--- src/csi2_pkg.sv ---
package csi2_pkg;

typedef logic [31 : 0] word_t;
typedef logic [1 : 0]  vc_t;
typedef logic [5 : 0]  dt_t;
typedef logic [15 : 0] wc_t;
typedef logic [3 : 0]  be_t;
typedef logic [15 : 0] frame_num_t;
typedef logic [15 : 0] crc_t;

typedef enum logic [1 : 0]
{
  ENTRY_SHORT,
  ENTRY_LONG_HDR,
  ENTRY_PAYLOAD,
  ENTRY_ABORT
} entry_kind_e;

typedef struct packed
{
  logic  valid;
  word_t data;          // Header words carry the ECC in bits 29 to 24.
} lane_word_t;

typedef struct packed
{
  logic  valid;
  word_t data;
  logic  corrected;
  logic  uncorrectable;
} hdr_word_t;

typedef struct packed
{
  entry_kind_e kind;
  vc_t         vc;
  dt_t         dt;
  wc_t         field;   // Word count plus 2 for long packets, data field for short ones.
  word_t       data;
  be_t         be;
  logic        eop;
} pkt_entry_t;

typedef struct packed
{
  vc_t        vc;
  dt_t        dt;
  frame_num_t frame_num;
  wc_t        word_cnt;
  crc_t       crc_rx;
  crc_t       crc_calc;
  logic       crc_ok;
  logic       aborted;
} line_report_t;

localparam dt_t DT_FRAME_START = 6'h00;
localparam dt_t DT_FRAME_END   = 6'h01;
localparam dt_t DT_SHORT_MAX   = 6'h0f;

endpackage

--- src/csi2_header_ecc.sv ---
`timescale 1ns/1ps

module csi2_header_ecc
(
  input                        clk_i,
  input                        rst_i,
  input  csi2_pkg::lane_word_t lane_i,
  output csi2_pkg::hdr_word_t  hdr_o
);

import csi2_pkg::*;

// Syndrome column per header bit: D0 to D23, then P0 to P5.
localparam logic [5 : 0] ECC_COL [30] = '{
  6'h07, 6'h0b, 6'h0d, 6'h0e, 6'h13, 6'h15, 6'h16, 6'h19,
  6'h1a, 6'h1c, 6'h23, 6'h25, 6'h26, 6'h29, 6'h2a, 6'h2c,
  6'h31, 6'h32, 6'h34, 6'h38, 6'h1f, 6'h2f, 6'h37, 6'h3b,
  6'h01, 6'h02, 6'h04, 6'h08, 6'h10, 6'h20
};

logic         valid_d1;
logic         is_header;
logic [5 : 0] parity;
logic [5 : 0] syndrome;
word_t        fixed;
logic         hit;

assign is_header = lane_i.valid && !valid_d1; // First valid word after idle.

always_comb
  begin
    parity = 6'd0;
    for (int i = 0; i < 24; i++)
      if (lane_i.data[i])
        parity = parity ^ ECC_COL[i];
  end

assign syndrome = parity ^ lane_i.data[29 : 24];

always_comb
  begin
    fixed = lane_i.data;
    hit   = 1'b0;
    for (int i = 0; i < 30; i++)
      if (syndrome == ECC_COL[i])
        begin
          fixed[i] = ~lane_i.data[i];
          hit      = 1'b1;
        end
  end

always_ff @(posedge clk_i)
  if (rst_i)
    begin
      valid_d1            <= 1'b0;
      hdr_o.valid         <= 1'b0;
      hdr_o.corrected     <= 1'b0;
      hdr_o.uncorrectable <= 1'b0;
    end
  else
    begin
      valid_d1            <= lane_i.valid;
      hdr_o.valid         <= lane_i.valid;
      hdr_o.data          <= is_header ? fixed : lane_i.data;
      hdr_o.corrected     <= is_header && hit;
      hdr_o.uncorrectable <= is_header && (syndrome != 6'd0) && !hit;
    end

assert property (@(posedge clk_i) disable iff (rst_i)
  !(hdr_o.corrected && hdr_o.uncorrectable));

endmodule

--- src/csi2_pkt_handler.sv ---
`timescale 1ns/1ps

module csi2_pkt_handler
(
  input                        clk_i,
  input                        rst_i,
  input  csi2_pkg::hdr_word_t  hdr_i,
  output csi2_pkg::pkt_entry_t entry_o,
  output logic                 push_o
);

import csi2_pkg::*;

logic       valid_d1;
logic       hdr_edge;
logic       hdr_ok;
logic       abort;
logic       short_pkt;
logic       long_pkt;
logic       payload;
logic       pkt_running;
logic       last_word;
logic       pkt_done;
wc_t        byte_cnt;
wc_t        long_field;
vc_t        long_vc;
dt_t        long_dt;
be_t        be_last;
pkt_entry_t entry_d;
logic       push_d;

assign hdr_edge  = hdr_i.valid && !valid_d1;
assign abort     = hdr_edge && hdr_i.uncorrectable;
assign hdr_ok    = hdr_edge && !hdr_i.uncorrectable && !pkt_running;
assign short_pkt = hdr_ok && (hdr_i.data[5 : 0] <= DT_SHORT_MAX);
assign long_pkt  = hdr_ok && (hdr_i.data[5 : 0] > DT_SHORT_MAX);
assign payload   = hdr_i.valid && pkt_running && !abort;
assign last_word = (byte_cnt + 16'd4) >= long_field;
assign pkt_done  = (payload && last_word) || abort;

always_ff @(posedge clk_i)
  if (rst_i)
    valid_d1 <= 1'b0;
  else
    valid_d1 <= hdr_i.valid;

always_ff @(posedge clk_i)
  if (rst_i)
    pkt_running <= 1'b0;
  else
    if (long_pkt)
      pkt_running <= 1'b1;
    else
      if (pkt_done)
        pkt_running <= 1'b0;

always_ff @(posedge clk_i)
  if (rst_i)
    byte_cnt <= 16'd0;
  else
    if (long_pkt || pkt_done)
      byte_cnt <= 16'd0;
    else
      if (payload)
        byte_cnt <= byte_cnt + 16'd4;

always_ff @(posedge clk_i)
  if (long_pkt)
    begin
      long_vc    <= hdr_i.data[7 : 6];
      long_dt    <= hdr_i.data[5 : 0];
      long_field <= hdr_i.data[23 : 8] + 16'd2; // Payload plus the two CRC bytes.
    end

always_comb
  begin
    for (int i = 0; i < 4; i++)
      be_last[i] = long_field[1 : 0] > 2'(i);
    if (be_last == 4'd0)
      be_last = 4'b1111;                        // Length is a multiple of 4.
  end

always_comb
  begin
    entry_d       = '0;
    entry_d.vc    = hdr_i.data[7 : 6];
    entry_d.dt    = hdr_i.data[5 : 0];
    entry_d.field = hdr_i.data[23 : 8];
    push_d        = 1'b1;
    if (abort)
      begin
        entry_d.kind = ENTRY_ABORT;
        entry_d.eop  = 1'b1;
      end
    else if (short_pkt)
      entry_d.kind = ENTRY_SHORT;
    else if (long_pkt)
      begin
        entry_d.kind  = ENTRY_LONG_HDR;
        entry_d.field = hdr_i.data[23 : 8] + 16'd2;
      end
    else
      begin
        entry_d.kind  = ENTRY_PAYLOAD;
        entry_d.vc    = long_vc;
        entry_d.dt    = long_dt;
        entry_d.field = long_field;
        entry_d.data  = hdr_i.data;
        entry_d.be    = last_word ? be_last : 4'b1111;
        entry_d.eop   = last_word;
        push_d        = payload;
      end
  end

always_ff @(posedge clk_i)
  if (rst_i)
    push_o <= 1'b0;
  else
    push_o <= push_d;

always_ff @(posedge clk_i)
  entry_o <= entry_d;

assert property (@(posedge clk_i) disable iff (rst_i)
  push_o && entry_o.kind == ENTRY_PAYLOAD |-> $past(pkt_running));

endmodule

--- src/csi2_payload_fifo.sv ---
`timescale 1ns/1ps

module csi2_payload_fifo
#(
  parameter int FIFO_DEPTH = 16,
  parameter int CREDITS    = 2
)
(
  input                        clk_i,
  input                        rst_i,
  input                        push_i,
  input  csi2_pkg::pkt_entry_t entry_i,
  output logic                 send_o,
  output csi2_pkg::pkt_entry_t entry_o,
  input                        credit_i,
  output logic                 overflow_o
);

import csi2_pkg::*;

localparam int AW = $clog2(FIFO_DEPTH);
localparam int CW = $clog2(CREDITS + 1);

pkt_entry_t      mem [FIFO_DEPTH];
logic [AW-1 : 0] wr_ptr;
logic [AW-1 : 0] rd_ptr;
logic [AW : 0]   count;
logic [CW-1 : 0] credit_cnt;
logic            full;
logic            empty;
logic            wr_en;
logic            rd_en;

assign full  = count == (AW+1)'(FIFO_DEPTH);
assign empty = count == '0;
assign wr_en = push_i && !full;                 // A push into a full buffer is lost.
assign rd_en = !empty && (credit_cnt != '0);

always_ff @(posedge clk_i)
  if (wr_en)
    mem[wr_ptr] <= entry_i;

always_ff @(posedge clk_i)
  if (rst_i)
    begin
      wr_ptr <= '0;
      rd_ptr <= '0;
      count  <= '0;
    end
  else
    begin
      if (wr_en)
        wr_ptr <= wr_ptr + 1'b1;
      if (rd_en)
        rd_ptr <= rd_ptr + 1'b1;
      count <= count + (AW+1)'(wr_en) - (AW+1)'(rd_en);
    end

always_ff @(posedge clk_i)
  if (rst_i)
    credit_cnt <= CW'(CREDITS);
  else
    credit_cnt <= credit_cnt + CW'(credit_i) - CW'(rd_en);

always_ff @(posedge clk_i)
  if (rst_i)
    send_o <= 1'b0;
  else
    send_o <= rd_en;

always_ff @(posedge clk_i)
  entry_o <= mem[rd_ptr];

always_ff @(posedge clk_i)
  if (rst_i)
    overflow_o <= 1'b0;
  else
    if (push_i && full)
      overflow_o <= 1'b1;                       // Sticky until reset.

assert property (@(posedge clk_i) disable iff (rst_i)
  credit_cnt <= CW'(CREDITS));

assert property (@(posedge clk_i) disable iff (rst_i)
  send_o |-> $past(credit_cnt) != '0);

endmodule

--- src/csi2_line_checker.sv ---
`timescale 1ns/1ps

module csi2_line_checker
#(
  parameter int CREDITS = 2
)
(
  input                          clk_i,
  input                          rst_i,
  input                          send_i,
  input  csi2_pkg::pkt_entry_t   entry_i,
  output logic                   credit_o,
  output csi2_pkg::line_report_t report_o,
  output logic                   report_valid_o,
  input                          report_ready_i,
  output csi2_pkg::frame_num_t   frame_num_o,
  output logic                   in_frame_o
);

import csi2_pkg::*;

localparam int QW = (CREDITS > 1) ? $clog2(CREDITS) : 1;
localparam int CW = $clog2(CREDITS + 1);

typedef enum logic [1 : 0] { IDLE, PAYLOAD, REPORT } state_e;

state_e          state;
pkt_entry_t      queue [CREDITS];
logic [QW-1 : 0] q_wr;
logic [QW-1 : 0] q_rd;
logic [CW-1 : 0] q_cnt;
pkt_entry_t      head;
logic            head_valid;
logic            bypass;
logic            pop;
logic            q_push;
vc_t             cur_vc;
dt_t             cur_dt;
wc_t             data_len;
wc_t             byte_cnt;
crc_t            crc_q;
crc_t            crc_rx_q;
crc_t            crc_next;
crc_t            crc_rx_next;
line_report_t    rep_next;

// Reflected CRC-16, polynomial x^16+x^12+x^5+1.
function automatic crc_t crc_byte(crc_t crc, logic [7 : 0] b);
  crc_t r;
  r = crc ^ {8'h00, b};
  for (int k = 0; k < 8; k++)
    r = r[0] ? ((r >> 1) ^ 16'h8408) : (r >> 1);
  return r;
endfunction

function automatic logic [QW-1 : 0] q_inc(logic [QW-1 : 0] p);
  return (p == QW'(CREDITS - 1)) ? '0 : p + 1'b1;
endfunction

assign bypass         = q_cnt == '0;    // An empty queue hands the arriving entry straight on.
assign head           = bypass ? entry_i : queue[q_rd];
assign head_valid     = send_i || !bypass;
assign pop            = head_valid && (state != REPORT);
assign q_push         = send_i && !(pop && bypass);
assign report_valid_o = state == REPORT;

always_ff @(posedge clk_i)
  if (q_push)
    queue[q_wr] <= entry_i;

always_ff @(posedge clk_i)
  if (rst_i)
    begin
      q_wr     <= '0;
      q_rd     <= '0;
      q_cnt    <= '0;
      credit_o <= 1'b0;
    end
  else
    begin
      credit_o <= pop;
      if (q_push)
        q_wr <= q_inc(q_wr);
      if (pop && !bypass)
        q_rd <= q_inc(q_rd);
      q_cnt <= q_cnt + CW'(q_push) - CW'(pop && !bypass);
    end

always_comb
  begin : crc_calc
    wc_t idx;
    crc_next    = crc_q;
    crc_rx_next = crc_rx_q;
    for (int j = 0; j < 4; j++)
      begin
        idx = byte_cnt + wc_t'(j);
        if (head.be[j])
          begin
            if (idx < data_len)
              crc_next = crc_byte(crc_next, head.data[8*j +: 8]);
            else if (idx == data_len)
              crc_rx_next[7 : 0] = head.data[8*j +: 8];   // Footer is sent low byte first.
            else
              crc_rx_next[15 : 8] = head.data[8*j +: 8];
          end
      end
  end

always_comb
  begin
    rep_next.frame_num = frame_num_o;
    if (head.kind == ENTRY_ABORT)
      begin
        rep_next.vc       = head.vc;
        rep_next.dt       = head.dt;
        rep_next.word_cnt = head.field;
        rep_next.crc_rx   = '0;
        rep_next.crc_calc = '0;
        rep_next.crc_ok   = 1'b0;
        rep_next.aborted  = 1'b1;
      end
    else
      begin
        rep_next.vc       = cur_vc;
        rep_next.dt       = cur_dt;
        rep_next.word_cnt = data_len;
        rep_next.crc_rx   = crc_rx_next;
        rep_next.crc_calc = crc_next;
        rep_next.crc_ok   = crc_rx_next == crc_next;
        rep_next.aborted  = 1'b0;
      end
  end

always_ff @(posedge clk_i)
  if (rst_i)
    begin
      state       <= IDLE;
      frame_num_o <= '0;
      in_frame_o  <= 1'b0;
    end
  else
    begin
      if (pop && head.kind == ENTRY_SHORT)
        begin
          if (head.dt == DT_FRAME_START)
            begin
              frame_num_o <= head.field;
              in_frame_o  <= 1'b1;
            end
          else if (head.dt == DT_FRAME_END)
            in_frame_o <= 1'b0;
        end
      case (state)
        IDLE:
          if (pop && head.kind == ENTRY_LONG_HDR)
            begin
              cur_vc   <= head.vc;
              cur_dt   <= head.dt;
              data_len <= head.field - 16'd2;
              byte_cnt <= '0;
              crc_q    <= 16'hffff;
              crc_rx_q <= '0;
              state    <= PAYLOAD;
            end
          else if (pop && head.kind == ENTRY_ABORT)
            begin
              report_o <= rep_next;
              state    <= REPORT;
            end
        PAYLOAD:
          if (pop && head.kind == ENTRY_PAYLOAD)
            begin
              crc_q    <= crc_next;
              crc_rx_q <= crc_rx_next;
              byte_cnt <= byte_cnt + 16'd4;
              if (head.eop)
                begin
                  report_o <= rep_next;
                  state    <= REPORT;
                end
            end
          else if (pop && head.kind == ENTRY_ABORT)
            begin
              report_o <= rep_next;
              state    <= REPORT;
            end
        REPORT:
          if (report_ready_i)
            state <= IDLE;
        default:
          state <= IDLE;
      endcase
    end

assert property (@(posedge clk_i) disable iff (rst_i)
  report_valid_o && !report_ready_i |=> report_valid_o && $stable(report_o));

// The FIFO never sends more entries than the queue can hold.
assert property (@(posedge clk_i) disable iff (rst_i)
  q_push |-> q_cnt < CW'(CREDITS));

endmodule

--- src/csi2_rx_top.sv ---
`timescale 1ns/1ps

module csi2_rx_top
#(
  parameter int FIFO_DEPTH = 16,
  parameter int CREDITS    = 2
)
(
  input                          clk_i,
  input                          rst_i,
  input  csi2_pkg::lane_word_t   lane_i,
  output csi2_pkg::line_report_t report_o,
  output logic                   report_valid_o,
  input                          report_ready_i,
  output csi2_pkg::frame_num_t   frame_num_o,
  output logic                   in_frame_o,
  output logic                   overflow_o
);

import csi2_pkg::*;

hdr_word_t  hdr;
pkt_entry_t hnd_entry;
logic       hnd_push;
pkt_entry_t fifo_entry;
logic       fifo_send;
logic       credit;

csi2_header_ecc u_ecc
(
  .clk_i  ( clk_i  ),
  .rst_i  ( rst_i  ),
  .lane_i ( lane_i ),
  .hdr_o  ( hdr    )
);

csi2_pkt_handler u_handler
(
  .clk_i   ( clk_i     ),
  .rst_i   ( rst_i     ),
  .hdr_i   ( hdr       ),
  .entry_o ( hnd_entry ),
  .push_o  ( hnd_push  )
);

csi2_payload_fifo #(
  .FIFO_DEPTH ( FIFO_DEPTH ),
  .CREDITS    ( CREDITS    )
) u_fifo (
  .clk_i      ( clk_i      ),
  .rst_i      ( rst_i      ),
  .push_i     ( hnd_push   ),
  .entry_i    ( hnd_entry  ),
  .send_o     ( fifo_send  ),
  .entry_o    ( fifo_entry ),
  .credit_i   ( credit     ),
  .overflow_o ( overflow_o )
);

csi2_line_checker #(
  .CREDITS ( CREDITS )
) u_checker (
  .clk_i          ( clk_i          ),
  .rst_i          ( rst_i          ),
  .send_i         ( fifo_send      ),
  .entry_i        ( fifo_entry     ),
  .credit_o       ( credit         ),
  .report_o       ( report_o       ),
  .report_valid_o ( report_valid_o ),
  .report_ready_i ( report_ready_i ),
  .frame_num_o    ( frame_num_o    ),
  .in_frame_o     ( in_frame_o     )
);

endmodule

--- config.mk ---
export PLATFORM = sky130hd
export DESIGN_NAME = csi2_rx_top
export DESIGN_NICKNAME = d
export VERILOG_FILES = /design/src/csi2_pkg.sv /design/src/csi2_header_ecc.sv /design/src/csi2_pkt_handler.sv /design/src/csi2_payload_fifo.sv /design/src/csi2_line_checker.sv /design/src/csi2_rx_top.sv
export SDC_FILE = /design/constraint.sdc
export NUM_CORES = 2
export LEC_CHECK = 0
export ABC_CLOCK_PERIOD_IN_PS = 11000
export CORE_MARGIN = 10
export CORE_UTILIZATION = 38
export DETAILED_ROUTE_END_ITERATION = 6
export DONT_BUFFER_PORTS = 1
export PLACE_DENSITY = 0.56
export SETUP_SLACK_MARGIN = 0.1
export SYNTH_ARGS = -nofsm -noshare
export SYNTH_HDL_FRONTEND = slang
export SYNTH_SLANG_ARGS = --single-unit
--- constraint.sdc ---
create_clock -name clk_i -period 11 [get_ports clk_i]
set_input_delay 1.1 -clock clk_i [delete_from_list [all_inputs] [get_ports clk_i]]
set_output_delay 1.1 -clock clk_i [all_outputs]
set_load 0.005 [all_outputs]
==> results.json <==
{
  "run_status": "completed",
  "antenna_found_initial": 14,
  "path_cells": "ha_1 -> a21oi_1 -> o21ai_0 -> o21ai_1 -> nand3_1 -> o31ai_2 -> nand3_2 -> a21oi_4 -> xnor2_2 -> xnor3_2 -> mux2i_1 -> o2111ai_4 -> xnor2_4 -> xor2_1 -> mux2i_1 -> nand4_1 -> or3_1 -> o21ai_1",
  "required_ns": 11.62,
  "yosysTopAreaCellShare": 0.630,
  "tritoncts.num_buffers": 158,
  "fmax_mhz": 159,
  "grt_first_pass_wirelength_mm": 227,
  "initial_core_util": 0.382,
  "r2r_end": "u_checker.report_o[1]",
  "fin_tns_setup_ns": 0,
  "final_layout_size_suffix_gt1_frac": 0.187,
  "via_count_of_the_first_global_routing_pass": 32400,
  "final_max_slew_viol_count": 0,
  "p_per_area_nw_per_um2": 308,
  "max_stage_delay_ns": 0.74,
  "floorplan.die_area_sq_um": 182000,
  "worst_reg2reg_startpoint": "u_checker.byte_cnt[5]",
  "syn-instance-count": 3728,
  "cts_tree": "built",
  "timing.critical_path.depth": 18,
  "synth_top_flop_cell": "sky130_fd_sc_hd__edfxtp_1",
  "synth_area_leader_cell": "sky130_fd_sc_hd__edfxtp_1",
  "vias_per_cell": 5.30,
  "ff2ff_path_depth": 18,
  "worst_slew_margin_rel": 0.239,
  "post_synth_simple_gate_area": 0.0547,
  "cts_buffer_depth": 3,
  "layout.nets": 3870,
  "synth-seq-area-share": 0.694,
  "track_usage": 0.168,
  "wl_per_cell_um": 25.3,
  "worstMarginPinSlew_ns": 1.13,
  "cts_htree_levels": 4,
  "cts.root.buffer_cell": "sky130_fd_sc_hd__clkbuf_16",
  "path_max_fanout": 20,
  "cts_sinks": 1521,
  "r2r_setup_slack_ns": 4.69,
  "design.core.area_sq_um": 165000,
  "overflow": 0,
  "finalCriticalPeriod_ns": 6.31,
  "syn-mean-instance-area_sq_um": 16.9,
  "synth_top_family_by_area": "multiplexers",
  "post_cts_hold_buffer_count": 0,
  "synth_seq_cells": 1521,
  "synth_edf_count": 1319,
  "timing.hold.worst.class": "primary input to flop",
  "routed-via-count": 32400,
  "gp_routability_congestion": 0.883,
  "p_leak_nw": 23.2,
  "die_width_um": 427,
  "ys.warnings.count": 0,
  "crit_path_top_delay_cell": "sky130_fd_sc_hd__nand3_1",
  "grt_start_max_net_pins": 144,
  "post_synth_xor_area_fraction": 0.0492,
  "worstPathBufferInverterCount": 0,
  "finalHoldViolCount": 0,
  "yosysUniqueCellTypes": 90,
  "totalWireLength_mm": 155,
  "worst_hold_path.endpoint": "u_ecc.hdr_o[34]",
  "critPathLaunchType": "flop",
  "input_output_buffers": 0,
  "syn_nets": 3815,
  "synth_compound_gate_area_share": 0.0353,
  "post_synth_instance_area_sq_um": 62900,
  "timing.final.crit_share": 0.573,
  "area_growth_pct": 12.9,
  "top_level_ports": 129,
  "critical_path.startpoint": "u_checker.byte_cnt[5]",
  "ys_top_cells_by_area": "sky130_fd_sc_hd__edfxtp_1 (63%), sky130_fd_sc_hd__mux4_2 (11%), sky130_fd_sc_hd__dfxtp_1 (6.4%)",
  "timing.max_cap.violations": 0,
  "detailedRoute.firstPassIterationCount": 5,
  "finish_stage_setup_viols": 0,
  "final_core_util": 0.431,
  "antenna_violating_nets_post_route": 0,
  "number_of_cells_on_the_worst_hold_path": 1,
  "cts.repair_timing.setup_buffer_count": 0,
  "async_flop_share": 0,
  "rsz0062_at_grt": "no",
  "timing.critical_path.to_type": "flop",
  "path_clk_slew_ns": 0.06,
  "crit_family": "compound AO/OA/AOI/OAI gates",
  "vdd.ir_drop.worst_v": 0.000265,
  "hp-start": "rst_i",
  "initial_drt_markers": 2808,
  "synth-adder-area-share": 0.0103,
  "worst_clock_skew_ns": 0.0374,
  "place_hpwl_mm": 94.8,
  "synth.area.mux_share": 0.140,
  "die-height_um": 427,
  "worstSkewPairLatency_ns": 0.78,
  "worstPathArrival_ns": 6.93,
  "post_cts_resized": 0,
  "row_count": 149,
  "timing.setup.critical_path_class": "flop to flop",
  "remaining_drc_errors": 0
}
==> worst register-to-register path: cells and delay by family (launching register included) <==
kind / cells / cell delay (ns)
AOI/OAI and AO/OA: 7 / 2.12
xor gates and xnor gates: 4 / 1.30
adders and majority gates: 1 / 0.35
DFF: 1 / 0.47
and+or+nand+nor: 4 / 1.40
muxes: 2 / 0.53
==> layer usage <==
layer  routed length [um]  up-vias  GRT usage
met1                68100    16700      0.234
met2                75200      935      0.276
met5                    0        -          0
met4                 2990        0     0.0400
met3                 8600      217     0.0270
li1                     -    14500          -
==> cells in the final DEF, fill, tap and decap left out, types with 11 or more instances in the layout <==
cell / n
sky130_fd_sc_hd__a21oi_1: 112
sky130_fd_sc_hd__inv_1: 79
sky130_fd_sc_hd__clkbuf_16: 161
sky130_fd_sc_hd__a21o_1: 13
sky130_fd_sc_hd__nand2_1: 277
sky130_fd_sc_hd__edfxtp_1: 1319
sky130_fd_sc_hd__a211oi_1: 15
sky130_fd_sc_hd__nor2_4: 16
sky130_fd_sc_hd__ha_1: 50
sky130_fd_sc_hd__and3_1: 52
sky130_fd_sc_hd__xnor2_1: 185
sky130_fd_sc_hd__and2_1: 13
sky130_fd_sc_hd__clkbuf_8: 23
sky130_fd_sc_hd__nor2b_1: 18
sky130_fd_sc_hd__o21ai_0: 145
sky130_fd_sc_hd__bufinv_16: 12
sky130_fd_sc_hd__nor2_1: 192
sky130_fd_sc_hd__nor3_1: 25
sky130_fd_sc_hd__xor2_1: 87
sky130_fd_sc_hd__clkinv_2: 22
sky130_fd_sc_hd__nand4_1: 18
sky130_fd_sc_hd__mux2_2: 24
sky130_fd_sc_hd__clkbuf_1: 46
sky130_fd_sc_hd__o21ai_1: 14
sky130_fd_sc_hd__or3_1: 11
sky130_fd_sc_hd__mux2i_1: 124
sky130_fd_sc_hd__xnor3_1: 18
sky130_fd_sc_hd__nand2b_1: 17
sky130_fd_sc_hd__mux4_2: 315
sky130_fd_sc_hd__buf_4: 68
sky130_fd_sc_hd__nand3_1: 65
sky130_fd_sc_hd__dfxtp_1: 197
==> synth_stat cells (10+ instances only) <==
master / n
sky130_fd_sc_hd__a211oi_1: 15
sky130_fd_sc_hd__a21o_1: 13
sky130_fd_sc_hd__a21oi_1: 112
sky130_fd_sc_hd__a31oi_1: 10
sky130_fd_sc_hd__and2_1: 13
sky130_fd_sc_hd__and3_1: 52
sky130_fd_sc_hd__buf_1: 36
sky130_fd_sc_hd__buf_2: 11
sky130_fd_sc_hd__clkbuf_1: 121
sky130_fd_sc_hd__dfxtp_1: 202
sky130_fd_sc_hd__edfxtp_1: 1319
sky130_fd_sc_hd__ha_1: 50
sky130_fd_sc_hd__inv_1: 80
sky130_fd_sc_hd__mux2_2: 24
sky130_fd_sc_hd__mux2i_1: 124
sky130_fd_sc_hd__mux4_2: 315
sky130_fd_sc_hd__nand2_1: 277
sky130_fd_sc_hd__nand2b_1: 17
sky130_fd_sc_hd__nand3_1: 65
sky130_fd_sc_hd__nand4_1: 18
sky130_fd_sc_hd__nor2_1: 209
sky130_fd_sc_hd__nor2b_1: 19
sky130_fd_sc_hd__nor3_1: 31
sky130_fd_sc_hd__o21ai_0: 145
sky130_fd_sc_hd__o21ai_1: 14
sky130_fd_sc_hd__or3_1: 11
sky130_fd_sc_hd__xnor2_1: 185
sky130_fd_sc_hd__xnor3_1: 18
sky130_fd_sc_hd__xor2_1: 87
==> area by class of cell <==
cell class                      count  area, sq um
Tap cell                         2189         2740
Sequential cell                  1521        43700
Inverter                           80          300
Multi-Input combinational cell   1952        18400
Fill cell                       14400        93600
Antenna cell                        3         7.51
Timing Repair Buffer               70          551
Clock inverter                     65          826
Clock buffer                      230         4520
==> flip-flops by register name (all words and copies together) (netlist names), 4 cells and up, named ones only <==
register and cells:
u_checker.cur_dt 6, u_handler.byte_cnt 14, u_checker.crc_q 16, u_checker.report_o 74, u_checker.crc_rx_q 16, u_handler.long_field 15
u_fifo.mem 1008, u_checker.queue 126, u_checker.frame_num_o 16, u_fifo.rd_ptr 4, u_checker.byte_cnt 14, u_fifo.wr_ptr 4
u_handler.long_dt 6, u_handler.entry_o 63, u_fifo.entry_o 63, u_ecc.hdr_o 34, u_fifo.count 5, u_checker.data_len 16
==> report_power, final <==
group	total, mW	switching [mW]	internal [mW]	leakage [nW]
sequential	8.12	0.749	7.37	13.7
clock	5.40	2.24	3.17	2.61
combinational	8.37	4.83	3.54	6.96
total	21.9	7.81	14.1	23.2
==> stage by stage <==
step	cell area (sq um)	setup slack, ns	total power [mW]	std cells	hold WS [ns]
global placement	65600	4.87	16.6	5812	0.434
finish	71000	4.69	21.9	6110	0.401
global route	71000	4.36	23.1	6107	0.350
detailed placement	65600	4.86	16.6	5812	0.454
CTS	71000	4.82	22.1	6107	0.334
floorplan	62900	2.13	14.3	3728	0.408
==> cells by family after synthesis <==
kind of cell               count (synthesis)
DFF                                     1521
and+or+nand+nor                          750
muxes                                    475
AOI/OAI and AO/OA                        372
xor gates and xnor gates                 304
buffers and inverters                    255
adders and majority gates                 51
==> how the worst max path moves through the flow <==
stage / end / slack (ns)
global placement: u_checker.report_o[1] / 4.87
global route: u_checker.report_o[1] / 4.36
CTS: u_checker.report_o[1] / 4.82
detailed placement: u_checker.report_o[1] / 4.86
floorplan: u_checker.report_o[0] / 2.13
finish: u_checker.report_o[1] / 4.69
No activity file was read; power rests on OpenSTA's default activity.
